[src/verilog/soc_pkg.sv]
// Bus widths and types, response codes, address map, timer and debug constants
`default_nettype none

package soc_pkg;

  // --------------------
  // Bus widths and types
  // --------------------
  localparam int ADDR_W = 32;
  localparam int DATA_W = 32;

  typedef logic [ADDR_W-1:0]   addr_t;
  typedef logic [DATA_W-1:0]   data_t;
  typedef logic [DATA_W/8-1:0] strb_t;
  typedef logic [1:0]          resp_t;

  localparam resp_t RESP_OKAY   = 2'd0;
  localparam resp_t RESP_SLVERR = 2'd2;
  localparam resp_t RESP_DECERR = 2'd3;

  // --------------------
  // Address map
  // --------------------
  localparam addr_t ROM_BASE  = 32'h0001_0000;
  localparam addr_t ROM_LEN   = 32'h0001_0000;
  localparam int    ROM_WORDS = 16;

  localparam addr_t CLINT_BASE   = 32'h0200_0000;
  localparam addr_t CLINT_LEN    = 32'h0000_C000;
  // Timer block offsets with each high word 4 bytes above its low word
  localparam addr_t MSIP_OFS     = 32'h0000_0000;
  localparam addr_t MTIMECMP_OFS = 32'h0000_4000;
  localparam addr_t MTIME_OFS    = 32'h0000_BFF8;

  // --------------------
  // Timer and debug
  // --------------------
  typedef logic [63:0] mtime_t;

  // Shortened from 500 so the window closes quickly in simulation
  localparam int DEBUG_DELAY_CYCLES = 64;
  localparam int DEBUG_CNT_W        = $clog2(DEBUG_DELAY_CYCLES + 1);

endpackage

`default_nettype wire

[src/verilog/axil_slave_port.sv]
// AXI4-Lite slave port that issues one single-cycle memory request per transfer
`timescale 1ns/1ps
`default_nettype none

module axil_slave_port (
  input  logic               clk_i,
  input  logic               rst_ni,
  // Write address
  input  logic               awvalid_i,
  output logic               awready_o,
  input  soc_pkg::addr_t     awaddr_i,
  // Write data
  input  logic               wvalid_i,
  output logic               wready_o,
  input  soc_pkg::data_t     wdata_i,
  input  soc_pkg::strb_t     wstrb_i,
  // Write response
  output logic               bvalid_o,
  input  logic               bready_i,
  output soc_pkg::resp_t     bresp_o,
  // Read address
  input  logic               arvalid_i,
  output logic               arready_o,
  input  soc_pkg::addr_t     araddr_i,
  // Read data
  output logic               rvalid_o,
  input  logic               rready_i,
  output soc_pkg::data_t     rdata_o,
  output soc_pkg::resp_t     rresp_o,
  // Memory request toward the decoder
  output logic               mem_req_o,
  output logic               mem_we_o,
  output soc_pkg::addr_t     mem_addr_o,
  output soc_pkg::data_t     mem_wdata_o,
  output soc_pkg::strb_t     mem_wstrb_o,
  input  soc_pkg::data_t     mem_rdata_i,
  input  soc_pkg::resp_t     mem_resp_i
);

  typedef enum logic [1:0] {
    IDLE,
    WRITE_RESP,
    READ_RESP
  } state_e;

  state_e         state_q;
  state_e         state_d;
  logic           wr_go;
  logic           rd_go;
  soc_pkg::resp_t bresp_q;
  soc_pkg::data_t rdata_q;
  soc_pkg::resp_t rresp_q;

  // Write wins when both channels are ready in idle
  assign wr_go = (state_q == IDLE) && awvalid_i && wvalid_i;
  assign rd_go = (state_q == IDLE) && !wr_go && arvalid_i;

  assign awready_o = wr_go;
  assign wready_o  = wr_go;
  assign arready_o = rd_go;

  // --------------------
  // Memory request
  // --------------------
  assign mem_req_o   = wr_go | rd_go;
  assign mem_we_o    = wr_go;
  assign mem_addr_o  = wr_go ? awaddr_i : araddr_i;
  assign mem_wdata_o = wdata_i;
  assign mem_wstrb_o = wr_go ? wstrb_i : '0;

  // Responses held until the master takes them
  assign bvalid_o = (state_q == WRITE_RESP);
  assign bresp_o  = bresp_q;
  assign rvalid_o = (state_q == READ_RESP);
  assign rdata_o  = rdata_q;
  assign rresp_o  = rresp_q;

  always_comb begin
    state_d = state_q;
    case (state_q)
      IDLE: begin
        if (wr_go) begin
          state_d = WRITE_RESP;
        end else if (rd_go) begin
          state_d = READ_RESP;
        end
      end
      WRITE_RESP: begin
        if (bready_i) state_d = IDLE;
      end
      READ_RESP: begin
        if (rready_i) state_d = IDLE;
      end
      default: state_d = IDLE;
    endcase
  end

  always_ff @(posedge clk_i or negedge rst_ni) begin
    if (!rst_ni) begin
      state_q <= IDLE;
    end else begin
      state_q <= state_d;
    end
  end

  // Capture the decoder answer in the request cycle
  always_ff @(posedge clk_i) begin
    if (wr_go) begin
      bresp_q <= mem_resp_i;
    end
    if (rd_go) begin
      rdata_q <= mem_rdata_i;
      rresp_q <= mem_resp_i;
    end
  end

endmodule

`default_nettype wire

[src/verilog/boot_rom.sv]
// Sixteen-word combinational boot ROM
`timescale 1ns/1ps
`default_nettype none

module boot_rom (
  input  logic           rom_req_i,
  input  soc_pkg::addr_t rom_addr_i,
  output soc_pkg::data_t rom_rdata_o
);

  soc_pkg::addr_t rom_ofs;
  logic           in_table;
  soc_pkg::data_t word;

  assign rom_ofs  = rom_addr_i - soc_pkg::ROM_BASE;
  assign in_table = rom_ofs < soc_pkg::addr_t'(soc_pkg::ROM_WORDS * 4);

  always_comb begin
    case (rom_ofs[5:2])
      4'd0:    word = 32'hB007_0000;
      4'd1:    word = 32'hB007_0001;
      4'd2:    word = 32'hB007_0002;
      4'd3:    word = 32'hB007_0003;
      4'd4:    word = 32'hB007_0004;
      4'd5:    word = 32'hB007_0005;
      4'd6:    word = 32'hB007_0006;
      4'd7:    word = 32'hB007_0007;
      4'd8:    word = 32'hB007_0008;
      4'd9:    word = 32'hB007_0009;
      4'd10:   word = 32'hB007_000A;
      4'd11:   word = 32'hB007_000B;
      4'd12:   word = 32'hB007_000C;
      4'd13:   word = 32'hB007_000D;
      4'd14:   word = 32'hB007_000E;
      default: word = 32'hB007_000F;
    endcase
  end

  // Past the table the region reads as zero
  assign rom_rdata_o = (rom_req_i && in_table) ? word : '0;

endmodule

`default_nettype wire

[src/verilog/clint_timer.sv]
// Machine timer, timer compare, software interrupt and rtc edge detection
`timescale 1ns/1ps
`default_nettype none

module clint_timer (
  input  logic           clk_i,
  input  logic           rst_ni,
  input  logic           rtc_i,
  input  logic           req_i,
  input  logic           we_i,
  input  soc_pkg::addr_t addr_i,
  input  soc_pkg::data_t wdata_i,
  input  soc_pkg::strb_t wstrb_i,
  output soc_pkg::data_t rdata_o,
  output logic           timer_irq_o,
  output logic           ipi_o
);

  localparam int DW = soc_pkg::DATA_W;

  soc_pkg::addr_t  word_ofs;
  logic            wr_en;
  logic            sel_msip;
  logic            sel_cmp_lo;
  logic            sel_cmp_hi;
  logic            sel_time_lo;
  logic            sel_time_hi;
  logic            msip_q;
  soc_pkg::mtime_t mtime_q;
  soc_pkg::mtime_t mtime_d;
  soc_pkg::mtime_t mtimecmp_q;
  soc_pkg::mtime_t mtimecmp_d;
  logic [1:0]      rtc_sync_q;
  logic            rtc_prev_q;
  logic            rtc_tick;
  logic            irq_q;

  // Merge write data into a word under the byte strobes
  function automatic soc_pkg::data_t apply_strb(soc_pkg::data_t old_w,
                                                soc_pkg::data_t new_w,
                                                soc_pkg::strb_t strb);
    soc_pkg::data_t res;
    res = old_w;
    for (int i = 0; i < DW / 8; i++) begin
      if (strb[i]) res[i*8 +: 8] = new_w[i*8 +: 8];
    end
    return res;
  endfunction

  // --------------------
  // Register select
  // --------------------
  assign word_ofs    = (addr_i - soc_pkg::CLINT_BASE) & ~soc_pkg::addr_t'(3);
  assign sel_msip    = word_ofs == soc_pkg::MSIP_OFS;
  assign sel_cmp_lo  = word_ofs == soc_pkg::MTIMECMP_OFS;
  assign sel_cmp_hi  = word_ofs == soc_pkg::MTIMECMP_OFS + soc_pkg::addr_t'(4);
  assign sel_time_lo = word_ofs == soc_pkg::MTIME_OFS;
  assign sel_time_hi = word_ofs == soc_pkg::MTIME_OFS + soc_pkg::addr_t'(4);
  assign wr_en       = req_i && we_i;

  always_comb begin
    rdata_o = '0;
    if (sel_msip) rdata_o = {{(DW-1){1'b0}}, msip_q};
    if (sel_cmp_lo) rdata_o = mtimecmp_q[DW-1:0];
    if (sel_cmp_hi) rdata_o = mtimecmp_q[63:DW];
    if (sel_time_lo) rdata_o = mtime_q[DW-1:0];
    if (sel_time_hi) rdata_o = mtime_q[63:DW];
  end

  // rtc crosses in through two flops and a rising-edge detect
  assign rtc_tick = rtc_sync_q[1] && !rtc_prev_q;

  always_comb begin
    mtime_d = mtime_q;
    if (wr_en && sel_time_lo) begin
      mtime_d[DW-1:0] = apply_strb(mtime_q[DW-1:0], wdata_i, wstrb_i);
    end else if (wr_en && sel_time_hi) begin
      mtime_d[63:DW] = apply_strb(mtime_q[63:DW], wdata_i, wstrb_i);
    end else if (rtc_tick) begin
      mtime_d = mtime_q + 64'd1;
    end
  end

  always_comb begin
    mtimecmp_d = mtimecmp_q;
    if (wr_en && sel_cmp_lo) begin
      mtimecmp_d[DW-1:0] = apply_strb(mtimecmp_q[DW-1:0], wdata_i, wstrb_i);
    end
    if (wr_en && sel_cmp_hi) begin
      mtimecmp_d[63:DW] = apply_strb(mtimecmp_q[63:DW], wdata_i, wstrb_i);
    end
  end

  always_ff @(posedge clk_i or negedge rst_ni) begin
    if (!rst_ni) begin
      rtc_sync_q <= '0;
      rtc_prev_q <= 1'b0;
      mtime_q    <= '0;
      mtimecmp_q <= '1;
      msip_q     <= 1'b0;
      irq_q      <= 1'b0;
    end else begin
      rtc_sync_q <= {rtc_sync_q[0], rtc_i};
      rtc_prev_q <= rtc_sync_q[1];
      mtime_q    <= mtime_d;
      mtimecmp_q <= mtimecmp_d;
      if (wr_en && sel_msip && wstrb_i[0]) msip_q <= wdata_i[0];
      // Registered compare trails a register change by one cycle
      irq_q <= mtime_q >= mtimecmp_q;
    end
  end

  assign timer_irq_o = irq_q;
  assign ipi_o       = msip_q;

endmodule

`default_nettype wire

[src/verilog/debug_req_gate.sv]
// Post-reset delay window that masks the external debug request
`timescale 1ns/1ps
`default_nettype none

module debug_req_gate (
  input  logic clk_i,
  input  logic rst_ni,
  input  logic debug_req_i,
  output logic debug_req_o
);

  logic [soc_pkg::DEBUG_CNT_W-1:0] cnt_q;
  logic                            window_open;

  // Boot code gets this many cycles before a debug halt can land
  always_ff @(posedge clk_i or negedge rst_ni) begin
    if (!rst_ni) begin
      cnt_q <= soc_pkg::DEBUG_CNT_W'(soc_pkg::DEBUG_DELAY_CYCLES);
    end else if (!window_open) begin
      cnt_q <= cnt_q - 1'b1;
    end
  end

  assign window_open = (cnt_q == '0);
  assign debug_req_o = window_open && debug_req_i;

endmodule

`default_nettype wire

[src/verilog/soc_addr_decoder.sv]
// Address decoder with request steering, read data mux and error responses
`timescale 1ns/1ps
`default_nettype none

module soc_addr_decoder (
  input  logic           mem_req_i,
  input  logic           mem_we_i,
  input  soc_pkg::addr_t mem_addr_i,
  output soc_pkg::data_t mem_rdata_o,
  output soc_pkg::resp_t mem_resp_o,
  // Boot ROM
  output logic           rom_req_o,
  input  soc_pkg::data_t rom_rdata_i,
  // Timer block
  output logic           clint_req_o,
  output logic           clint_we_o,
  input  soc_pkg::data_t clint_rdata_i
);

  logic rom_hit;
  logic clint_hit;

  // Subtract first so addresses below the base wrap and miss
  assign rom_hit   = (mem_addr_i - soc_pkg::ROM_BASE) < soc_pkg::ROM_LEN;
  assign clint_hit = (mem_addr_i - soc_pkg::CLINT_BASE) < soc_pkg::CLINT_LEN;

  // ROM writes never reach the ROM
  assign rom_req_o   = mem_req_i && rom_hit && !mem_we_i;
  assign clint_req_o = mem_req_i && clint_hit;
  assign clint_we_o  = mem_req_i && clint_hit && mem_we_i;

  always_comb begin
    mem_rdata_o = '0;
    mem_resp_o  = soc_pkg::RESP_OKAY;
    if (rom_hit) begin
      if (mem_we_i) begin
        mem_resp_o = soc_pkg::RESP_SLVERR;
      end else begin
        mem_rdata_o = rom_rdata_i;
      end
    end else if (clint_hit) begin
      if (!mem_we_i) begin
        mem_rdata_o = clint_rdata_i;
      end
    end else begin
      mem_resp_o = soc_pkg::RESP_DECERR;
    end
  end

endmodule

`default_nettype wire

[src/verilog/soc_subsystem.sv]
// Subsystem top with bus port, address decoder, boot ROM, timer and debug gate
`timescale 1ns/1ps
`default_nettype none

module soc_subsystem (
  input  logic           clk_i,
  input  logic           rst_ni,
  input  logic           rtc_i,
  input  logic           debug_req_i,
  output logic           debug_req_o,
  input  logic           awvalid_i,
  output logic           awready_o,
  input  soc_pkg::addr_t awaddr_i,
  input  logic           wvalid_i,
  output logic           wready_o,
  input  soc_pkg::data_t wdata_i,
  input  soc_pkg::strb_t wstrb_i,
  output logic           bvalid_o,
  input  logic           bready_i,
  output soc_pkg::resp_t bresp_o,
  input  logic           arvalid_i,
  output logic           arready_o,
  input  soc_pkg::addr_t araddr_i,
  output logic           rvalid_o,
  input  logic           rready_i,
  output soc_pkg::data_t rdata_o,
  output soc_pkg::resp_t rresp_o,
  output logic           timer_irq_o,
  output logic           ipi_o
);

  logic           mem_req;
  logic           mem_we;
  soc_pkg::addr_t mem_addr;
  soc_pkg::data_t mem_wdata;
  soc_pkg::strb_t mem_wstrb;
  soc_pkg::data_t mem_rdata;
  soc_pkg::resp_t mem_resp;
  logic           rom_req;
  soc_pkg::data_t rom_rdata;
  logic           clint_req;
  logic           clint_we;
  soc_pkg::data_t clint_rdata;

  // --------------------
  // Bus side
  // --------------------
  axil_slave_port i_axil_slave_port (
    .clk_i       ( clk_i     ),
    .rst_ni      ( rst_ni    ),
    .awvalid_i   ( awvalid_i ),
    .awready_o   ( awready_o ),
    .awaddr_i    ( awaddr_i  ),
    .wvalid_i    ( wvalid_i  ),
    .wready_o    ( wready_o  ),
    .wdata_i     ( wdata_i   ),
    .wstrb_i     ( wstrb_i   ),
    .bvalid_o    ( bvalid_o  ),
    .bready_i    ( bready_i  ),
    .bresp_o     ( bresp_o   ),
    .arvalid_i   ( arvalid_i ),
    .arready_o   ( arready_o ),
    .araddr_i    ( araddr_i  ),
    .rvalid_o    ( rvalid_o  ),
    .rready_i    ( rready_i  ),
    .rdata_o     ( rdata_o   ),
    .rresp_o     ( rresp_o   ),
    .mem_req_o   ( mem_req   ),
    .mem_we_o    ( mem_we    ),
    .mem_addr_o  ( mem_addr  ),
    .mem_wdata_o ( mem_wdata ),
    .mem_wstrb_o ( mem_wstrb ),
    .mem_rdata_i ( mem_rdata ),
    .mem_resp_i  ( mem_resp  )
  );

  soc_addr_decoder i_soc_addr_decoder (
    .mem_req_i     ( mem_req     ),
    .mem_we_i      ( mem_we      ),
    .mem_addr_i    ( mem_addr    ),
    .mem_rdata_o   ( mem_rdata   ),
    .mem_resp_o    ( mem_resp    ),
    .rom_req_o     ( rom_req     ),
    .rom_rdata_i   ( rom_rdata   ),
    .clint_req_o   ( clint_req   ),
    .clint_we_o    ( clint_we    ),
    .clint_rdata_i ( clint_rdata )
  );

  // --------------------
  // Targets
  // --------------------
  boot_rom i_boot_rom (
    .rom_req_i   ( rom_req   ),
    .rom_addr_i  ( mem_addr  ),
    .rom_rdata_o ( rom_rdata )
  );

  clint_timer i_clint_timer (
    .clk_i       ( clk_i       ),
    .rst_ni      ( rst_ni      ),
    .rtc_i       ( rtc_i       ),
    .req_i       ( clint_req   ),
    .we_i        ( clint_we    ),
    .addr_i      ( mem_addr    ),
    .wdata_i     ( mem_wdata   ),
    .wstrb_i     ( mem_wstrb   ),
    .rdata_o     ( clint_rdata ),
    .timer_irq_o ( timer_irq_o ),
    .ipi_o       ( ipi_o       )
  );

  debug_req_gate i_debug_req_gate (
    .clk_i       ( clk_i       ),
    .rst_ni      ( rst_ni      ),
    .debug_req_i ( debug_req_i ),
    .debug_req_o ( debug_req_o )
  );

endmodule

`default_nettype wire
[config.mk]
export PLATFORM = sky130hd
export DESIGN_NAME = soc_subsystem
export DESIGN_NICKNAME = d
export VERILOG_FILES = /design/src/verilog/soc_pkg.sv /design/src/verilog/axil_slave_port.sv /design/src/verilog/boot_rom.sv /design/src/verilog/clint_timer.sv /design/src/verilog/debug_req_gate.sv /design/src/verilog/soc_addr_decoder.sv /design/src/verilog/soc_subsystem.sv
export SDC_FILE = /design/constraint.sdc
export NUM_CORES = 1
export LEC_CHECK = 0
export BUFFER_PORTS_ARGS = -buffer_cell sky130_fd_sc_hd__buf_4
export CAP_MARGIN = 20
export CORE_MARGIN = 5
export CORE_UTILIZATION = 46
export DETAILED_ROUTE_END_ITERATION = 10
export PLACE_DENSITY = 0.75
export SYNTH_ARGS = -nofsm -noshare
export SYNTH_HDL_FRONTEND = slang
export SYNTH_SLANG_ARGS = --single-unit
export TNS_END_PERCENT = 100
[constraint.sdc]
create_clock -name clk_i -period 6.2 [get_ports clk_i]
set_input_delay 1.24 -clock clk_i [delete_from_list [all_inputs] [get_ports clk_i]]
set_output_delay 1.24 -clock clk_i [all_outputs]
set_load 0.005 [all_outputs]
==> flow_metrics.tcl, run 1 <==
set metrics [dict create \
    stdcell_area_sq_um 14000 \
    status "complete, no violations" \
    synthesis.nets 1446 \
    yosys_warnings 0 \
    route.detailed.drc 0 \
    cp_data_required_time_ps 6460 \
    synthArstFlopShare_pct 79.8 \
    hold_viol 0 \
    fin_ws_ps 1330 \
    hold_class "reg2reg" \
    clkLatencyLatePin_ps 440 \
    drt_wl_total_microns 39500 \
    clk_pin_slew_worst_paths_ps 70 \
    post-place-ws_ps 932 \
    wire_per_inst_microns 22.7 \
    synth-edff-count 36 \
    synth_ff_type "dfrtp_1" \
    rsz0062_at_grt "no" \
    synth_seq_area_share_pct 39.2 \
    clock.fmax_mhz 206 \
    ir_drop_mv 0.153 \
    syn_area_sq_um 12000 \
    gp_congestion 0.918 \
    cts_made_buffers 17 \
    p_comb_share_pct 13.6 \
    synth_area_per_cell_sq_um 9.46 \
    clk_path_buf_depth 2 \
    cts_resized 0 \
    initial_utilization_pct 46.4 \
    fin_nets 1570 \
    relSlewSlack_pct 39.3 \
    worst_pin_slew_ps 910 \
    leakagePower_nw 5.68 \
    cts_tree "built" \
    critPathKind "in2reg" \
    dpl_cell_area_sq_um 13500 \
    dpl.hpwl_microns 28500 \
    die_height_microns 172 \
    end_kind "flop" \
    synthToLayoutAreaGrowth_pct 16.9 \
    period_share_pct 78.5 \
    drtIter0Drc 1197 \
    synthesis.instances 1270 \
    grt_pass1_wl_microns 61100 \
    fin_tns_setup_ps 0 \
    finalWorstPathRequiredPeriod_ps 4870 \
    holdBufCountCts 0 \
    fp-row-count 59 \
    cts-htree-levels 4 \
    grt_max_degree 89 \
    setup_viol_count_final 0 \
    drive_gt1_share_pct 24.9 \
    clock_skew_ps 18.2 \
    vias 11383 \
    p_sw_share_pct 27.2 \
    crit_path_max_fanout 28 \
    synth.distinct_cells 87 \
    post_cts_buffers 0 \
    cp.arrival_ps 5120 \
    power_frac_seq_pct 47.1 \
    firstDrtPassIters 6 \
    clockRootBuffer "clkbuf_16" \
    synth_seq_cells 178 \
    avgViaCountPerCell 6.53 \
    final_max_slew_viol_count 0 \
    fillers 2345 \
    p_clk_share_pct 39.3 \
    p_sw_uw 742 \
    max_cap_viol_count 0 \
    diodes 0 \
    grt_overflow 0 \
    startpoint_type "input pin" \
    io_buffers 148 \
    dieArea_sq_um 29500 \
    postRouteAntennaNets 0 \
    powerDensity_nw_per_um2 194 \
    die_width_microns 172 \
    grtUsageTotal_pct 26.5 \
    total_power_mw 2.73 \
    antenna_found_initial 0 \
    p_int_mw 1.99 \
    hold_slack_ps 350 \
    ios 153 \
    grt_pass1_vias 11205 \
    core_region_area_sq_um 25900 \
    cts.sinks 178 \
]
## worst paths after layout
check                                              from                            end  slack (ps)  depth (start not counted)
min in group asynchronous                        rst_ni      i_clint_timer.mtime_q[16]         900                          1
max in group asynchronous                        rst_ni      i_clint_timer.mtime_q[28]        4000                          2
setup reg to reg           i_axil_slave_port.state_q[0]  i_axil_slave_port.rdata_o[18]        1720                         13
hold reg to reg             i_clint_timer.rtc_sync_q[0]    i_clint_timer.rtc_sync_q[1]         350                          0
setup / recovery                               wvalid_i  i_axil_slave_port.rdata_o[18]        1330                         14
hold / removal              i_clint_timer.rtc_sync_q[0]    i_clint_timer.rtc_sync_q[1]         350                          0
## cell usage after synthesis (6+ instances only)
library cell  number  share of area [%]
buf_2             14               0.58
nand4_1           41                2.1
nor2_1            97                3.0
dfstp_2           65                 14
clkbuf_1          38                1.2
edfxtp_1          36                9.0
inv_1             85                2.7
mux2i_1           12                1.0
buf_6              6               0.56
o22ai_1           13               0.68
dfrtp_1           77                 16
o21a_1             8               0.50
a31oi_1           19               0.99
nor2b_1            8               0.42
or3_1              6               0.31
nand3_1           51                2.1
a21o_1            17                1.1
and4_1            10               0.73
nor4_1            22                1.1
nand2b_1          12               0.62
nor3_1            30                1.2
nand2_1           79                2.5
and3_1            20                1.0
a222oi_1          29                2.4
o21ai_0           53                2.2
a211oi_1          12               0.75
a22o_1            23                1.7
mux2_2            50                4.7
a21oi_1           77                3.2
mux2_1            24                2.2
a2bb2oi_1          6               0.44
o21ai_1            8               0.33
o31ai_1           16                1.0
o2111ai_1          6               0.44
and2_1            12               0.62
ha_1              67                7.0
or4_1              9               0.56
## worst max-delay path: stages
cell       delay (ps)
buf_4             110
nand4bb_1          80
buf_4             270
inv_2              70
mux2i_1           200
ha_1              350
nand2b_1          180
o41ai_1           400
nand4_1           430
a2111oi_4         430
buf_4             480
and2_1            470
a222oi_1          250
o21ai_1           160
## state kept, by name (all words and copies together) (netlist names)
name / flops
i_clint_timer.mtime_q: 64
i_clint_timer.mtimecmp_q: 64
i_axil_slave_port.rdata_o: 32
i_debug_req_gate.cnt_q: 7
i_axil_slave_port.bresp_o: 2
i_axil_slave_port.rresp_o: 2
i_axil_slave_port.state_q: 2
i_clint_timer.rtc_sync_q: 2
i_clint_timer.ipi_o: 1
i_clint_timer.rtc_prev_q: 1
i_clint_timer.timer_irq_o: 1
## layout make-up
cell class | instances | area [sq um] | area share [%]
multi-input cells | 941 | 6720 | 47.8
repair buffers | 170 | 1290 | 9.20
flip-flops and latches | 178 | 4720 | 33.6
clock buffers | 24 | 513 | 3.65
well taps | 335 | 419 | 2.98
clock inverters | 8 | 63.8 | 0.454
inverters | 86 | 323 | 2.30
## per-layer routing
metal / global-route usage [%] / up-vias / wire length [microns] / part of all wire, %
met5: 0 / - / 0 / 0
li1: - / 5124 / - / -
met2: 43.9 / 565 / 18700 / 47
met1: 35.3 / 5597 / 16100 / 41
met3: 3.95 / 97 / 3320 / 8.4
met4: 9.68 / 0 / 1380 / 3.5
## per-stage QoR
stage	cells	util (%)
after global placement	1710	52.0
after floorplan	1270	-
after global routing	1742	54.2
final	1742	54.2
after detailed placement	1710	52.0
after CTS	1742	54.2
## power groups by stage
| stage | Sequential (mW) | Clock [mW] | Combinational [mW] |
|---|---|---|---|
| 6_report | 1.29 | 1.07 | 0.370 |
| 5_1_grt | 1.29 | 1.12 | 0.406 |
| 4_1_cts | 1.29 | 1.09 | 0.370 |
| 3_5_place_dp | 1.31 | 0 | 0.367 |
| 3_3_place_gp | 1.31 | 0 | 0.359 |
| 2_1_floorplan | 1.30 | 0 | 0.177 |
## cells in the final DEF, fill, tap and decap left out, types with 8 or more instances in the layout
master     count
nor2b_1        8
and4_1        10
a222oi_1      29
a21oi_1       77
o31ai_1       16
edfxtp_1      36
nand3_1       51
nor2_1        97
and2_1        12
buf_4        168
dfstp_2       65
a31oi_1       19
nor4_1        22
nand2_1       79
o21ai_0       53
mux2_2        50
mux2i_1       11
a211oi_1      11
or4_1          9
a22o_1        23
o22ai_1       13
dfrtp_1       77
inv_1         85
o21ai_1        8
nor3_1        29
mux2_1        24
o21a_1         8
nand4_1       41
a21o_1        17
ha_1          67
clkbuf_16     18
nand2b_1      12
and3_1        20
## kinds of logic (layout without fill, tap and decap cells)
group,count (synthesis),in the layout,synth area share [%]
xor+xnor,7,7,0.510
flops,178,178,39.2
fa+ha+maj,67,67,6.98
simple gates,431,431,19.0
compound gates,350,350,20.9
mux,86,86,7.93
buf+inv,151,288,5.39
(Power assumes the default switching activity.)
==> inputs of run 2 (changes only) <==
==> constraint.sdc (replaced) <==
create_clock -name clk_i -period 4.85 [get_ports clk_i]
set_input_delay 0.97 -clock clk_i [delete_from_list [all_inputs] [get_ports clk_i]]
set_output_delay 0.97 -clock clk_i [all_outputs]
set_load 0.005 [all_outputs]
==> run 2 against run 1 <==
Compared with the run above: total power rose by 27%; worst setup slack got worse by 840 ps; via count rose by 0.71%; largest power group unchanged; highest routed layer is now met5.
==> flow_metrics.tcl, run 2 (synthesized netlist as in run 1, its figures left out) <==
set metrics [dict create \
    cts-htree-levels 4 \
    min_from "i_clint_timer.rtc_sync_q[0]" \
    diodes 0 \
    clk_path_buf_depth 2 \
    final_common_cell "buf_4" \
    hold_slack_ps 358 \
    grt_max_degree 94 \
    drt_wl_total_microns 39600 \
    grtUsageTotal_pct 26.6 \
    cp_data_required_time_ps 5140 \
    route.detailed.drc 0 \
    period_share_pct 89.8 \
    die_width_microns 172 \
    grt_pass1_vias 11206 \
    worstRegToRegCells 12 \
    vias 11464 \
    grt_pass1_wl_microns 61800 \
    cp.arrival_ps 4640 \
    clockRootBuffer "clkbuf_16" \
    clock_skew_ps 19.2 \
    dieArea_sq_um 29500 \
    ios 153 \
    status "complete, no violations" \
    cts_resized 0 \
    final_max_slew_viol_count 0 \
    holdBufCountCts 0 \
    firstDrtPassIters 9 \
    finalWorstPathRequiredPeriod_ps 4350 \
    fp-row-count 59 \
    initial_utilization_pct 46.4 \
    hold_viol 0 \
    core_region_area_sq_um 25900 \
    gp_congestion 0.943 \
    r2r-start "i_axil_slave_port.state_q[0]" \
    clkLatencyLatePin_ps 450 \
    avgViaCountPerCell 6.51 \
    hold_class "reg2reg" \
    clock.fmax_mhz 230 \
    dpl.hpwl_microns 29200 \
    relSlewSlack_pct 34.7 \
    ir_drop_mv 0.208 \
    powerDensity_nw_per_um2 244 \
    rsz0062_at_grt "no" \
    layout_common_cells "buf_4 (186), nor2_1 (97), inv_1 (85)" \
    critPathKind "in2reg" \
    antenna_found_initial 1 \
    grt_overflow 0 \
    startpoint_type "input pin" \
    fillers 2331 \
    end_kind "flop" \
    drtIter0Drc 1389 \
    worst_pin_slew_ps 972 \
    fin_tns_setup_ps 0 \
    crit_start "wvalid_i" \
    clk_pin_slew_worst_paths_ps 80 \
    max_cap_viol_count 0 \
    wire_per_inst_microns 22.5 \
    setup_viol_count_final 0 \
    leakagePower_nw 5.76 \
    die_height_microns 172 \
    cts_tree "built" \
    cts_made_buffers 17 \
    postRouteAntennaNets 0 \
    total_power_mw 3.46 \
    fin_nets 1588 \
    dpl.cell_count 1728 \
    hold_depth 0 \
    post_cts_buffers 0 \
    synthToLayoutAreaGrowth_pct 17.9 \
    cts.sinks 178 \
    drive_gt1_share_pct 26.0 \
    fin_cells 1760 \
    io_buffers 148 \
    crit_path_max_fanout 16 \
]
run 2: final timing paths:
check	to	slack, ps
max in group asynchronous	i_clint_timer.mtimecmp_q[63]	3220
hold / removal	i_clint_timer.rtc_sync_q[1]	360
setup / recovery	i_axil_slave_port.rdata_o[18]	500
setup reg to reg	i_axil_slave_port.rdata_o[18]	570
min in group asynchronous	i_clint_timer.mtime_q[11]	660
hold reg to reg	i_clint_timer.rtc_sync_q[1]	360
run 2: metrics by stage:
step	util, %	setup WS (ps)	area [sq um]
global placement	52.5	229	13600
floorplan	-	578	12000
global route	54.7	250	14200
detailed placement	52.5	157	13600
finish	54.7	496	14200
CTS	54.7	586	14200
run 2: where the power goes:
part / switching (mW) / total (mW) / internal [mW]
clock network: 0.645 / 1.34 / 0.695
registers: 0.0576 / 1.65 / 1.59
logic: 0.266 / 0.477 / 0.211
total: 0.969 / 3.46 / 2.50
run 2: critical path: stages:
cell	delay (ps)
buf_4	80
nand4bb_1	220
inv_2	120
mux2i_1	230
ha_1	200
nand2b_1	130
o41ai_1	400
and4_1	410
o21ai_1	190
nor4_4	890
buf_4	420
a222oi_1	180
o21ai_1	180
run 2: cell type report:
class / instances / area [sq um] / area share, %
Multi-Input combinational cell: 941 / 6730 / 47.5
Sequential cell: 178 / 4720 / 33.3
Timing Repair Buffer: 188 / 1430 / 10.1
Clock buffer: 19 / 454 / 3.21
Tap cell: 335 / 419 / 2.96
Inverter: 86 / 323 / 2.28
Clock inverter: 13 / 101 / 0.715
run 2: layer usage:
metal	GRT usage (%)	vias to the layer above	routed length, microns
met4	10.0	2	1550
met1	35.7	5613	16200
met2	42.9	589	18500
li1	-	5144	-
met5	0	-	15
met3	4.80	116	3270
